--- src/logic/sram_console_defs.svh ---
`ifndef SRAM_CONSOLE_DEFS_SVH
`define SRAM_CONSOLE_DEFS_SVH

// SRAM data width, also the console character width
`define DATA_W 8

// SRAM address width; entered addresses only fill the low bits
`define ADDR_W 19

// characters taken per entered field
`define DIGITS 8

// print item queue depth
`define TXQ_DEPTH 16

// cycles of tx_ready high before a character may start
`define TX_HOLD 8

`endif

--- src/logic/sram_console_pkg.sv ---
`include "sram_console_defs.svh"

package sram_console_pkg;

  typedef enum logic [3:0] {
    show_menu,     // push the menu text
    wait_option,   // wait for "1" or "2"
    prompt_data,
    get_data,
    prompt_addr,
    get_addr,
    do_write,      // one-cycle sram write
    prompt_read,
    get_read_addr,
    do_read,       // one-cycle sram read
    print_read     // capture byte, emit binary digits
  } parser_state_e;

  typedef enum logic [2:0] {
    menu,
    data_prompt,
    addr_prompt,
    read_prompt,
    write_ok
  } msg_id_e;

  // one queue entry, a message id or a literal byte
  typedef struct packed {
    logic       is_msg;
    logic [7:0] payload;
  } print_item_t;

  typedef struct packed {
    logic               en;
    logic               write;
    logic [`ADDR_W-1:0] addr;
    logic [`DATA_W-1:0] wdata;
  } sram_req_t;

endpackage

--- src/logic/message_rom.sv ---
`timescale 1ns/1ps

module message_rom
  import sram_console_pkg::*;
(
  input  msg_id_e     msg,
  input  logic [3:0]  index,
  output logic [7:0]  char,
  output logic        last
);

  localparam logic [7:0] CR = 8'd13;

  // texts padded to 16 bytes, byte 0 is sent first
  localparam logic [0:15][7:0] MENU_TEXT  = {CR, "1-Write", CR, "2-Read", CR};
  localparam logic [0:15][7:0] DATA_TEXT  = {CR, "Data:", {10{8'h00}}};
  localparam logic [0:15][7:0] ADDR_TEXT  = {CR, "Addr:", {10{8'h00}}};
  localparam logic [0:15][7:0] READ_TEXT  = {CR, "Read addr:", {5{8'h00}}};
  localparam logic [0:15][7:0] OK_TEXT    = {CR, "OK", CR, {12{8'h00}}};

  localparam logic [3:0] MENU_LAST = 4'd15;
  localparam logic [3:0] DATA_LAST = 4'd5;
  localparam logic [3:0] ADDR_LAST = 4'd5;
  localparam logic [3:0] READ_LAST = 4'd10;
  localparam logic [3:0] OK_LAST   = 4'd3;

  always_comb
  begin
    case (msg)
      menu:
      begin
        char = MENU_TEXT[index];
        last = (index == MENU_LAST);
      end
      data_prompt:
      begin
        char = DATA_TEXT[index];
        last = (index == DATA_LAST);
      end
      addr_prompt:
      begin
        char = ADDR_TEXT[index];
        last = (index == ADDR_LAST);
      end
      read_prompt:
      begin
        char = READ_TEXT[index];
        last = (index == READ_LAST);
      end
      write_ok:
      begin
        char = OK_TEXT[index];
        last = (index == OK_LAST);
      end
      default:
      begin
        char = 8'h00;
        last = 1'b1;   // unknown id ends at once
      end
    endcase
  end

endmodule

--- src/logic/tx_queue.sv ---
`timescale 1ns/1ps
`include "sram_console_defs.svh"

module tx_queue
  import sram_console_pkg::*;
(
  input  logic         clk,
  input  logic         reset,
  input  logic         push,
  input  print_item_t  item_in,
  input  logic         pop,
  output print_item_t  item_out,
  output logic         full,
  output logic         empty
);

  localparam int PTR_W = $clog2(`TXQ_DEPTH);
  localparam int CNT_W = $clog2(`TXQ_DEPTH + 1);

  print_item_t       buffer [`TXQ_DEPTH];
  logic [PTR_W-1:0]  wr_ptr;
  logic [PTR_W-1:0]  rd_ptr;
  logic [CNT_W-1:0]  count;
  logic              do_push;
  logic              do_pop;

  assign full     = (count == CNT_W'(`TXQ_DEPTH));
  assign empty    = (count == '0);
  assign do_push  = push && !full;   // overflow drops the item
  assign do_pop   = pop && !empty;
  assign item_out = buffer[rd_ptr];

  always_ff @(posedge clk)
  begin
    if (do_push)
      buffer[wr_ptr] <= item_in;
  end

  always_ff @(posedge clk or posedge reset)
  begin
    if (reset)
    begin
      wr_ptr <= '0;
      rd_ptr <= '0;
      count  <= '0;
    end
    else
    begin
      if (do_push)
        wr_ptr <= wr_ptr + 1'b1;     // depth is a power of two, wraps
      if (do_pop)
        rd_ptr <= rd_ptr + 1'b1;
      if (do_push && !do_pop)
        count <= count + 1'b1;
      else if (do_pop && !do_push)
        count <= count - 1'b1;
    end
  end

endmodule

--- src/logic/tx_streamer.sv ---
`timescale 1ns/1ps
`include "sram_console_defs.svh"

module tx_streamer
  import sram_console_pkg::*;
(
  input  logic         clk,
  input  logic         reset,
  input  logic         empty,
  input  print_item_t  item,
  output logic         pop,
  input  logic         tx_ready,
  output logic         tx_start,
  output logic [7:0]   w_data
);

  localparam int HOLD_W = $clog2(`TX_HOLD + 1);

  logic [HOLD_W-1:0]  hold_cnt;
  logic [3:0]         idx;        // position inside a message
  msg_id_e            head_msg;
  logic [7:0]         rom_char;
  logic               rom_last;
  logic [7:0]         next_byte;
  logic               last_byte;
  logic               hold_done;
  logic               fire;

  assign head_msg = msg_id_e'(item.payload[2:0]);

  message_rom i_message_rom (
    .msg   (head_msg),
    .index (idx),
    .char  (rom_char),
    .last  (rom_last)
  );

  assign next_byte = item.is_msg ? rom_char : item.payload;
  assign last_byte = !item.is_msg || rom_last;   // literal is a single byte
  assign hold_done = (hold_cnt == HOLD_W'(`TX_HOLD));
  assign fire      = !empty && tx_ready && hold_done;
  assign pop       = fire && last_byte;

  always_ff @(posedge clk or posedge reset)
  begin
    if (reset)
    begin
      hold_cnt <= '0;
      idx      <= '0;
      tx_start <= 1'b0;
    end
    else
    begin
      tx_start <= fire;
      // a started character needs a fresh ready window
      if (!tx_ready || fire)
        hold_cnt <= '0;
      else if (!hold_done)
        hold_cnt <= hold_cnt + 1'b1;
      if (fire)
        idx <= last_byte ? '0 : idx + 1'b1;
    end
  end

  always_ff @(posedge clk)
  begin
    if (fire)
      w_data <= next_byte;   // held until the next start
  end

endmodule

--- src/logic/command_parser.sv ---
`timescale 1ns/1ps
`include "sram_console_defs.svh"

module command_parser
  import sram_console_pkg::*;
(
  input  logic         clk,
  input  logic         reset,
  input  logic         rx_done_tick,
  input  logic [7:0]   r_data,
  input  logic         full,
  output logic         push,
  output print_item_t  item,
  output sram_req_t    sram_req,
  input  logic [7:0]   data_s2f_r
);

  // one counter serves the entry fields and the read digits
  localparam int CNT_MAX = (`DIGITS > `DATA_W) ? `DIGITS : `DATA_W;
  localparam int CNT_W   = $clog2(CNT_MAX + 1);

  parser_state_e       state;
  logic [CNT_W-1:0]    cnt;
  logic [`DATA_W-1:0]  data_val;
  logic [`DIGITS-1:0]  addr_val;
  logic [`DATA_W-1:0]  read_byte;
  logic                is_bit;

  assign is_bit = (r_data[7:1] == 7'h18);  // ascii "0" or "1"

  function automatic print_item_t msg_item(input msg_id_e id);
    print_item_t it;
    it.is_msg  = 1'b1;
    it.payload = 8'(id);
    return it;
  endfunction

  always_comb
  begin
    push           = 1'b0;
    item.is_msg    = 1'b0;
    item.payload   = r_data;                // echo by default
    sram_req.en    = 1'b0;
    sram_req.write = 1'b0;
    sram_req.addr  = {{(`ADDR_W - `DIGITS){1'b0}}, addr_val};
    sram_req.wdata = '0;
    case (state)
      show_menu:
      begin
        push = !full;
        item = msg_item(menu);
      end
      prompt_data:
      begin
        push = !full;
        item = msg_item(data_prompt);
      end
      prompt_addr:
      begin
        push = !full;
        item = msg_item(addr_prompt);
      end
      prompt_read:
      begin
        push = !full;
        item = msg_item(read_prompt);
      end
      get_data, get_addr, get_read_addr:
        push = rx_done_tick;                // rx cannot wait, so no full check
      do_write:
      begin
        push           = !full;
        item           = msg_item(write_ok);
        sram_req.en    = !full;             // fires on the cycle we leave
        sram_req.write = !full;
        sram_req.wdata = full ? '0 : data_val;
      end
      do_read:
        sram_req.en = 1'b1;
      print_read:
      begin
        push         = (cnt != '0) && !full;
        item.payload = {7'h18, read_byte[`DATA_W-1]};  // msb first
      end
      default: ;
    endcase
  end

  always_ff @(posedge clk or posedge reset)
  begin
    if (reset)
    begin
      state <= show_menu;
      cnt   <= '0;
    end
    else
    begin
      case (state)
        show_menu:
          if (!full)
            state <= wait_option;
        wait_option:
          if (rx_done_tick)
          begin
            if (r_data == "1")
              state <= prompt_data;
            else if (r_data == "2")
              state <= prompt_read;
          end
        prompt_data, prompt_addr, prompt_read:
          if (!full)
          begin
            cnt <= '0;
            if (state == prompt_data)
              state <= get_data;
            else if (state == prompt_addr)
              state <= get_addr;
            else
              state <= get_read_addr;
          end
        get_data, get_addr, get_read_addr:
          if (rx_done_tick)
          begin
            cnt <= cnt + 1'b1;
            if (cnt == `DIGITS - 1)
            begin
              if (state == get_data)
                state <= prompt_addr;
              else if (state == get_addr)
                state <= do_write;
              else
                state <= do_read;
            end
          end
        do_write:
          if (!full)
            state <= show_menu;
        do_read:
        begin
          cnt   <= '0;
          state <= print_read;
        end
        print_read:
          if (cnt == '0)
            cnt <= cnt + 1'b1;              // sram byte lands this cycle
          else if (!full)
          begin
            cnt <= cnt + 1'b1;
            if (cnt == `DATA_W)
              state <= show_menu;
          end
        default:
          state <= show_menu;
      endcase
    end
  end

  // field values start from zero at each prompt
  always_ff @(posedge clk)
  begin
    case (state)
      prompt_data:
        if (!full)
          data_val <= '0;
      get_data:
        if (rx_done_tick && is_bit)
          data_val <= {data_val[`DATA_W-2:0], r_data[0]};
      prompt_addr, prompt_read:
        if (!full)
          addr_val <= '0;
      get_addr, get_read_addr:
        if (rx_done_tick && is_bit)
          addr_val <= {addr_val[`DIGITS-2:0], r_data[0]};
      print_read:
        if (cnt == '0)
          read_byte <= data_s2f_r;
        else if (!full)
          read_byte <= {read_byte[`DATA_W-2:0], 1'b0};
      default: ;
    endcase
  end

endmodule

--- src/logic/sram_console.sv ---
`timescale 1ns/1ps
`include "sram_console_defs.svh"

module sram_console
  import sram_console_pkg::*;
(
  input  logic               clk,
  input  logic               reset,
  input  logic               rx_done_tick,
  input  logic [7:0]         r_data,
  input  logic               tx_ready,
  output logic [7:0]         w_data,
  output logic               tx_start,
  output logic               mem,
  output logic               rw,
  output logic [`ADDR_W-1:0] addr,
  output logic [7:0]         data_f2s,
  input  logic [7:0]         data_s2f_r
);

  logic         push;
  logic         pop;
  logic         full;
  logic         empty;
  print_item_t  item_in;
  print_item_t  item_out;
  sram_req_t    sram_req;

  command_parser i_command_parser (
    .clk          (clk),
    .reset        (reset),
    .rx_done_tick (rx_done_tick),
    .r_data       (r_data),
    .full         (full),
    .push         (push),
    .item         (item_in),
    .sram_req     (sram_req),
    .data_s2f_r   (data_s2f_r)
  );

  tx_queue i_tx_queue (
    .clk      (clk),
    .reset    (reset),
    .push     (push),
    .item_in  (item_in),
    .pop      (pop),
    .item_out (item_out),
    .full     (full),
    .empty    (empty)
  );

  tx_streamer i_tx_streamer (
    .clk      (clk),
    .reset    (reset),
    .empty    (empty),
    .item     (item_out),
    .pop      (pop),
    .tx_ready (tx_ready),
    .tx_start (tx_start),
    .w_data   (w_data)
  );

  // sram pins, write is rw low
  assign mem      = sram_req.en;
  assign rw       = ~sram_req.write;
  assign addr     = sram_req.addr;
  assign data_f2s = sram_req.wdata;

endmodule

--- config.mk ---
export PLATFORM = sky130hd
export DESIGN_NAME = sram_console
export DESIGN_NICKNAME = d
export VERILOG_FILES = /design/src/logic/sram_console_pkg.sv /design/src/logic/message_rom.sv /design/src/logic/tx_queue.sv /design/src/logic/tx_streamer.sv /design/src/logic/command_parser.sv /design/src/logic/sram_console.sv
export VERILOG_INCLUDE_DIRS = /design/src /design/src/logic
export SDC_FILE = /design/constraint.sdc
export NUM_CORES = 1
export LEC_CHECK = 0
export BUFFER_PORTS_ARGS = -buffer_cell sky130_fd_sc_hd__buf_2
export CAP_MARGIN = 25
export CORE_ASPECT_RATIO = 1.2
export CORE_UTILIZATION = 35
export CTS_CLUSTER_DIAMETER = 40
export DETAILED_ROUTE_END_ITERATION = 7
export GPL_TIMING_DRIVEN = 0
export HOLD_SLACK_MARGIN = 0.05
export SETUP_SLACK_MARGIN = 0.4
export SKIP_LAST_GASP = 1
export SYNTH_ARGS = -nofsm -noshare
export SYNTH_HDL_FRONTEND = slang
export SYNTH_HIERARCHICAL = 1
export SYNTH_SLANG_ARGS = --single-unit
--- constraint.sdc ---
create_clock -name clk -period 4.73 [get_ports clk]
set_input_delay 0.946 -clock clk [delete_from_list [all_inputs] [get_ports clk]]
set_output_delay 0.946 -clock clk [all_outputs]
set_load 0.05 [all_outputs]
# Yosys cells after proc, flatten, opt, wreduce, memory -nomap -nowiden
# Memory sizes are Yosys's and may differ from the RTL's.
# Cells that the tools add are included.
# totals
register_bits	62
latch_bits	0
ramBits	144
rom_bits	640
word_cells	161
memories	6
# classes
add_sub_neg	7
multipliers	0
n_div	0
order_cmp	1
eq_ne	42
shifts	0
muxes	54
bitwise_logic	2
reduce_logical	37
# mem_list
name	words	word_bits	rd	rd_ports_with_merged_regs	wr	line_no	rtl
i_tx_queue.buffer	16	9	1	0	1	tx_queue.sv:20	print_item_t buffer [`TXQ_DEPTH];
(no name shown)	16	8	1	0	0	message_rom.sv:47	char = READ_TEXT[index];
(no name shown)	16	8	1	0	0	message_rom.sv:42	char = ADDR_TEXT[index];
(no name shown)	16	8	1	0	0	message_rom.sv:37	char = DATA_TEXT[index];
(no name shown)	16	8	1	0	0	message_rom.sv:52	char = OK_TEXT[index];
(no name shown)	16	8	1	0	0	message_rom.sv:32	char = MENU_TEXT[index];
# op_table
cell	n
two-way mux 8 bit	18
two-way mux 4 bit	21
one-hot mux 8 bit (6 select lines)	1
one-hot mux 8 bit (5 select lines)	1
one-hot mux 8 bit (2 select lines)	2
== test 4 bit, second input constant	7
one-hot mux 4 bit (7 select lines)	1
== test 4 x 3 -> 1 bit, second input constant	6
inequality test 2 bit, second input constant	12
adder 4 x 1 -> 4 bit, second input constant	5
== test 8 x 6 -> 1 bit, second input constant	2
one-hot mux 4 bit (4 select lines)	1
== test 4 x 2 -> 1 bit, second input constant	3
two-way mux 5 bit	2
AND reduction 10 bit	1
logical AND 1 bit	9
zero test 4 bit	2
nonzero test 4 bit	2
== test 7 x 5 -> 1 bit, second input constant	1
== test 3 x 2 -> 1 bit, second input constant	2
zero test 1 bit	6
inequality test 2 x 1 -> 1 bit, second input constant	3
AND reduction 3 bit	2
nonzero test 2 bit	3
23 further kinds	30

# Logic depth before layout (Yosys ltp)
# An unclocked memory read counts as a cell.
# logic_depth
ltp_word	10
depth_mapped	22

# Cells and area by module
# The synthesis kept the hierarchy.
# modules_own_cells
module	n_inst	cells_each	area_each_um2
tx_queue	1	350	6426.2
command_parser	1	194	2033.2
tx_streamer	1	65	832.0
message_rom	1	118	799.5
sram_console	1	1	3.8

# Least setup slack after synthesis
# No wires, ideal clock.
# synth_timing
path_type	register to register
start	reg i_tx_queue.rd_ptr[0]
end	reg i_tx_queue.count[4]
t_arrival_ps	4055
t_required_ps	4650
path_slack_ps	595
path_stages_with_launch	21
path_buffers	2
period_less_slack_ps	4135
cell_sequence	dfrtp_1 > buf_2 > mux4_2 > a22oi_1 > nand2_1 > buf_6 > xor2_2 > a21oi_1 > or3_1 > a31oi_1 > nor2b_1 > nor3_1 > o21a_4 > inv_2 > ha_1 > inv_1 > ha_1 > a21o_1 > a21oi_1 > mux2i_1 > xnor2_1
# synth_rtl
element	line_no	rtl
start: declaration	tx_queue.sv:22	logic [PTR_W-1:0] rd_ptr;
start signal: assignment	tx_queue.sv:52	rd_ptr <= rd_ptr + 1'b1;
end signal: assignment	tx_queue.sv:54	count <= count + 1'b1;
end signal: assignment	tx_queue.sv:56	count <= count - 1'b1;
end: declaration	tx_queue.sv:23	logic [CNT_W-1:0] count;

==> run metrics <==
status=finished clean; Synth area leaders=edfxtp_1, dfrtp_1, mux2i_1; Total Power=about 0.0066 W; share of layout cells above drive strength 1=~30%; root buffer cell=clkbuf_16; Synth Area in Simple Gates=11.0%; Reg2Reg Depth=21; Starting Density=a little over a third; EDFF count, synth=between 150 and 200; RSZ-0062 raised after global routing=yes; register area share after synthesis=59.8%; die width=roughly 160 µm; Synth Area in Compound Gates=10.0%; WP data required=around 5.2 ns; worst hold slack=approximately 0.4 ns; max incr delay on CP=around 0.47 ns; post-synthesis register bit count=206; Slew @ Worst Pin=just over 1 ns; most frequent cell after synthesis=edfxtp_1; HPWL Detailed=about 16000 µm; Via Count=about 6.3k; XOR/XNOR Fraction of Synth Area=under 10%; antenna violations before repair=0; Longest Clk Path Bufs=3; FFs w/ async S/R, synth=around 15%; Critical Setup Path Class=reg2reg; clk_skew=about 0.015 ns; # diodes=0; WL/cell=between 15 and 20 µm; Startpoint Class=flip-flop; Detailed Routing Iterations Pass 1=4; Peak Freq=237 MHz; GRT Util Overall=~16%; total leakage power=4.48 nW; CTS Sinks=between 200 and 250; Max-Slew Margin vs Limit=32.0%; fin crit share=between 80% and 90%; post-synthesis cell count=between 700 and 800; post-synth top area cell=edfxtp_1; grt ovf=0; fillcell total=~2.6k; Synth Area per Inst=13.9 µm²; Primary FF master, synth=edfxtp_1; DRC errors left=0; worst-path cell chain=buf_12 > buf_12 > mux2i_4 > a221oi_2 > o21ai_0 > nand2_2 > nor2b_4 > nor3_1 > or3_4 > a31oi_4 > nor2b_4 > nor3_4 > o21a_4 > inv_2 > ha_4 > inv_4 > ha_4 > a21o_1 > a21oi_2 > mux2i_1 > xnor2_1; PwrDens=538 nW/µm²; vias in the first global route=approximately 6.4k; post-route ant nets=0; via/cell ratio=roughly 5; Crit path buffers/inverters=4; Cell Rows=67; worst-skew pair later-pin latency=0.52 ns; Final min period=4.22 ns; Synth top area share=between 50% and 60%; Synth-to-Final Area Change=22.0%; largest family of logic cells by synthesized area=simple AND/OR/NAND/NOR gates; CP Depth=21; CTS tree=done; core area=between 20000 and 30000 µm²; most frequent cells after synthesis=edfxtp_1, nand2_1, mux2i_1; area of the multi-input gates=between 3000 and 4000 µm²; pre-CTS setup slack=-0.284 ns; pin count of the biggest net entering global routing=17; final net count=889; die height=roughly 190 µm; CP arrival=roughly 4.7 ns; Post-Syn Area=approximately 10000 µm²; Worst VDD drop=401 µV; Reg area=slightly above 6000 µm²; Final Max Tran Viols=0; final RePlAce weighted congestion=roughly 0.9; # setup viols final=0; Setup crit end kind=flip-flop; IO Port Bufs=46; first-pass GRT wire length=35400 µm; synth warn=6; Adder-Cell Fraction of Synth Area=3.54%; Hold Crit Class=in2async; Ports=58; Yosys cell types=89; die area=roughly 30000 µm²; Final WS setup=roughly 0.51 ns; First DRT Iteration DRCs=approximately 320; Total Wirelength=roughly 23000 µm; Max-Cap Viols=0; H-tree levels=1; crit path max fanout=10; slowest CP cell=dfrtp_2; final hold viol count=0; post-synthesis mux area share=roughly a tenth; clock buffer count from CTS=27; CTS clk-pin slew, worst paths=0.05 ns; critical path's top delay family=compound AO/OA/AOI/OAI gates
## per-stage QoR
step | utilization [%] | instance area (µm²) | setup TNS, ns | std cells
after global placement | 38.5 | 10800 | -0.325 | 1163
after floorplan | - | 10100 | 0 | 738
after CTS | 42.7 | 12000 | 0 | 1226
after detailed placement | 38.7 | 10900 | -0.454 | 1170
after global routing | 43.7 | 12300 | 0 | 1237
final | 43.7 | 12300 | 0 | 1237
## logic make-up after synthesis
logic type,Yosys count
and+or+nand+nor,195
adders and majority gates,28
AOI/OAI and AO/OA,130
xor gates and xnor gates,16
buffers and inverters,75
muxes,76
other,2
DFF,206
## what timing repair did
| action | in CTS | in global routing |
|---|---|---|
| setup buffers | 10 | 9 |
| pin swaps | 8 | 15 |
| setup endpoints to repair | 5 | 2 |
| hold buffers | 0 | 0 |
| gates resized for setup | 35 | 34 |
| cloned | 0 | 1 |
## worst register-to-register path, stage by stage, from the launching register on
cell and delay [ns]:
dfrtp_2 0.47, buf_12 0.17, buf_12 0.16, mux2i_4 0.19, a221oi_2 0.30, o21ai_0 0.16
nand2_2 0.21, nor2b_4 0.20, nor3_1 0.06, or3_4 0.38, a31oi_4 0.21, nor2b_4 0.08
nor3_4 0.20, o21a_4 0.15, inv_2 0.05, ha_4 0.16, inv_4 0.08, ha_4 0.21
a21o_1 0.17, a21oi_2 0.15, mux2i_1 0.24, xnor2_1 0.14
## path summary, 6_finish.rpt
path                                              start                            to  slack [ns]
max                                i_tx_queue/rd_ptr[0]           i_tx_queue/count[4]        0.51
min                                               reset       i_command_parser/cnt[0]        0.41
max reg2reg                        i_tx_queue/rd_ptr[0]           i_tx_queue/count[4]        0.51
min reg2reg                i_command_parser/data_val[6]  i_command_parser/data_val[7]        0.54
max in group asynchronous                         reset          i_tx_queue/rd_ptr[0]        3.85
min in group clk           i_command_parser/data_val[6]  i_command_parser/data_val[7]        0.54
## routing by layer
| metal | up-vias | routed length [µm] | GRT usage [%] |
|---|---|---|---|
| met5 | - | 0 | 0 |
| met4 | 0 | 586 | 5.23 |
| met3 | 42 | 1170 | 2.66 |
| met2 | 178 | 11700 | 28.0 |
| met1 | 3114 | 9310 | 19.0 |
| li1 | 2993 | - | - |
## report_power, final
part / internal, W / switching, W
Sequential: 0.00239 / 0.000120
Combinational: 0.000795 / 0.00125
Clock: 0.00132 / 0.000752
## layout make-up
type | instances | area share, %
well taps | 379 | 3.85
inverters | 26 | 0.813
multi-input cells | 457 | 32.0
repair buffers | 74 | 3.72
clock inverters | 17 | 1.92
clock buffers | 29 | 5.55
flip-flops and latches | 206 | 49.0
plain buffers | 49 | 3.15
## sequential cells by signal, summed over array words and instances (netlist names)
name                        flops
i_tx_queue/buffer             144
i_command_parser/addr_val       8
i_command_parser/data_val       8
i_command_parser/read_byte      8
i_tx_streamer/w_data            8
i_tx_queue/count                5
i_command_parser/cnt            4
i_command_parser/state          4
i_tx_queue/rd_ptr               4
i_tx_queue/wr_ptr               4
i_tx_streamer/hold_cnt          4
i_tx_streamer/idx               4
i_tx_streamer/tx_start          1
## cells in the final DEF (no fill, tap or decap), drive strengths merged, types with 3 or more instances in the layout
cell type	n
o21a	3
nand2b	11
nor2	38
mux2i	40
o21ai	30
a22oi	13
nor3	12
a21o	5
dfrtp	30
o22ai	4
clkinv	8
or3	5
a221oi	18
nor3b	4
a211oi	5
bufinv	5
mux2	18
xor2	5
mux4	18
nor4b	3
nand4	6
and2	29
nor2b	13
nand3	10
a211o	5
conb	12
o31ai	3
edfxtp	176
buf	113
and3	4
inv	28
nand2	43
xnor2	11
ha	27
a21oi	14
nor4	4
o211ai	4
clkbuf	39
(Power assumes the default switching activity.)
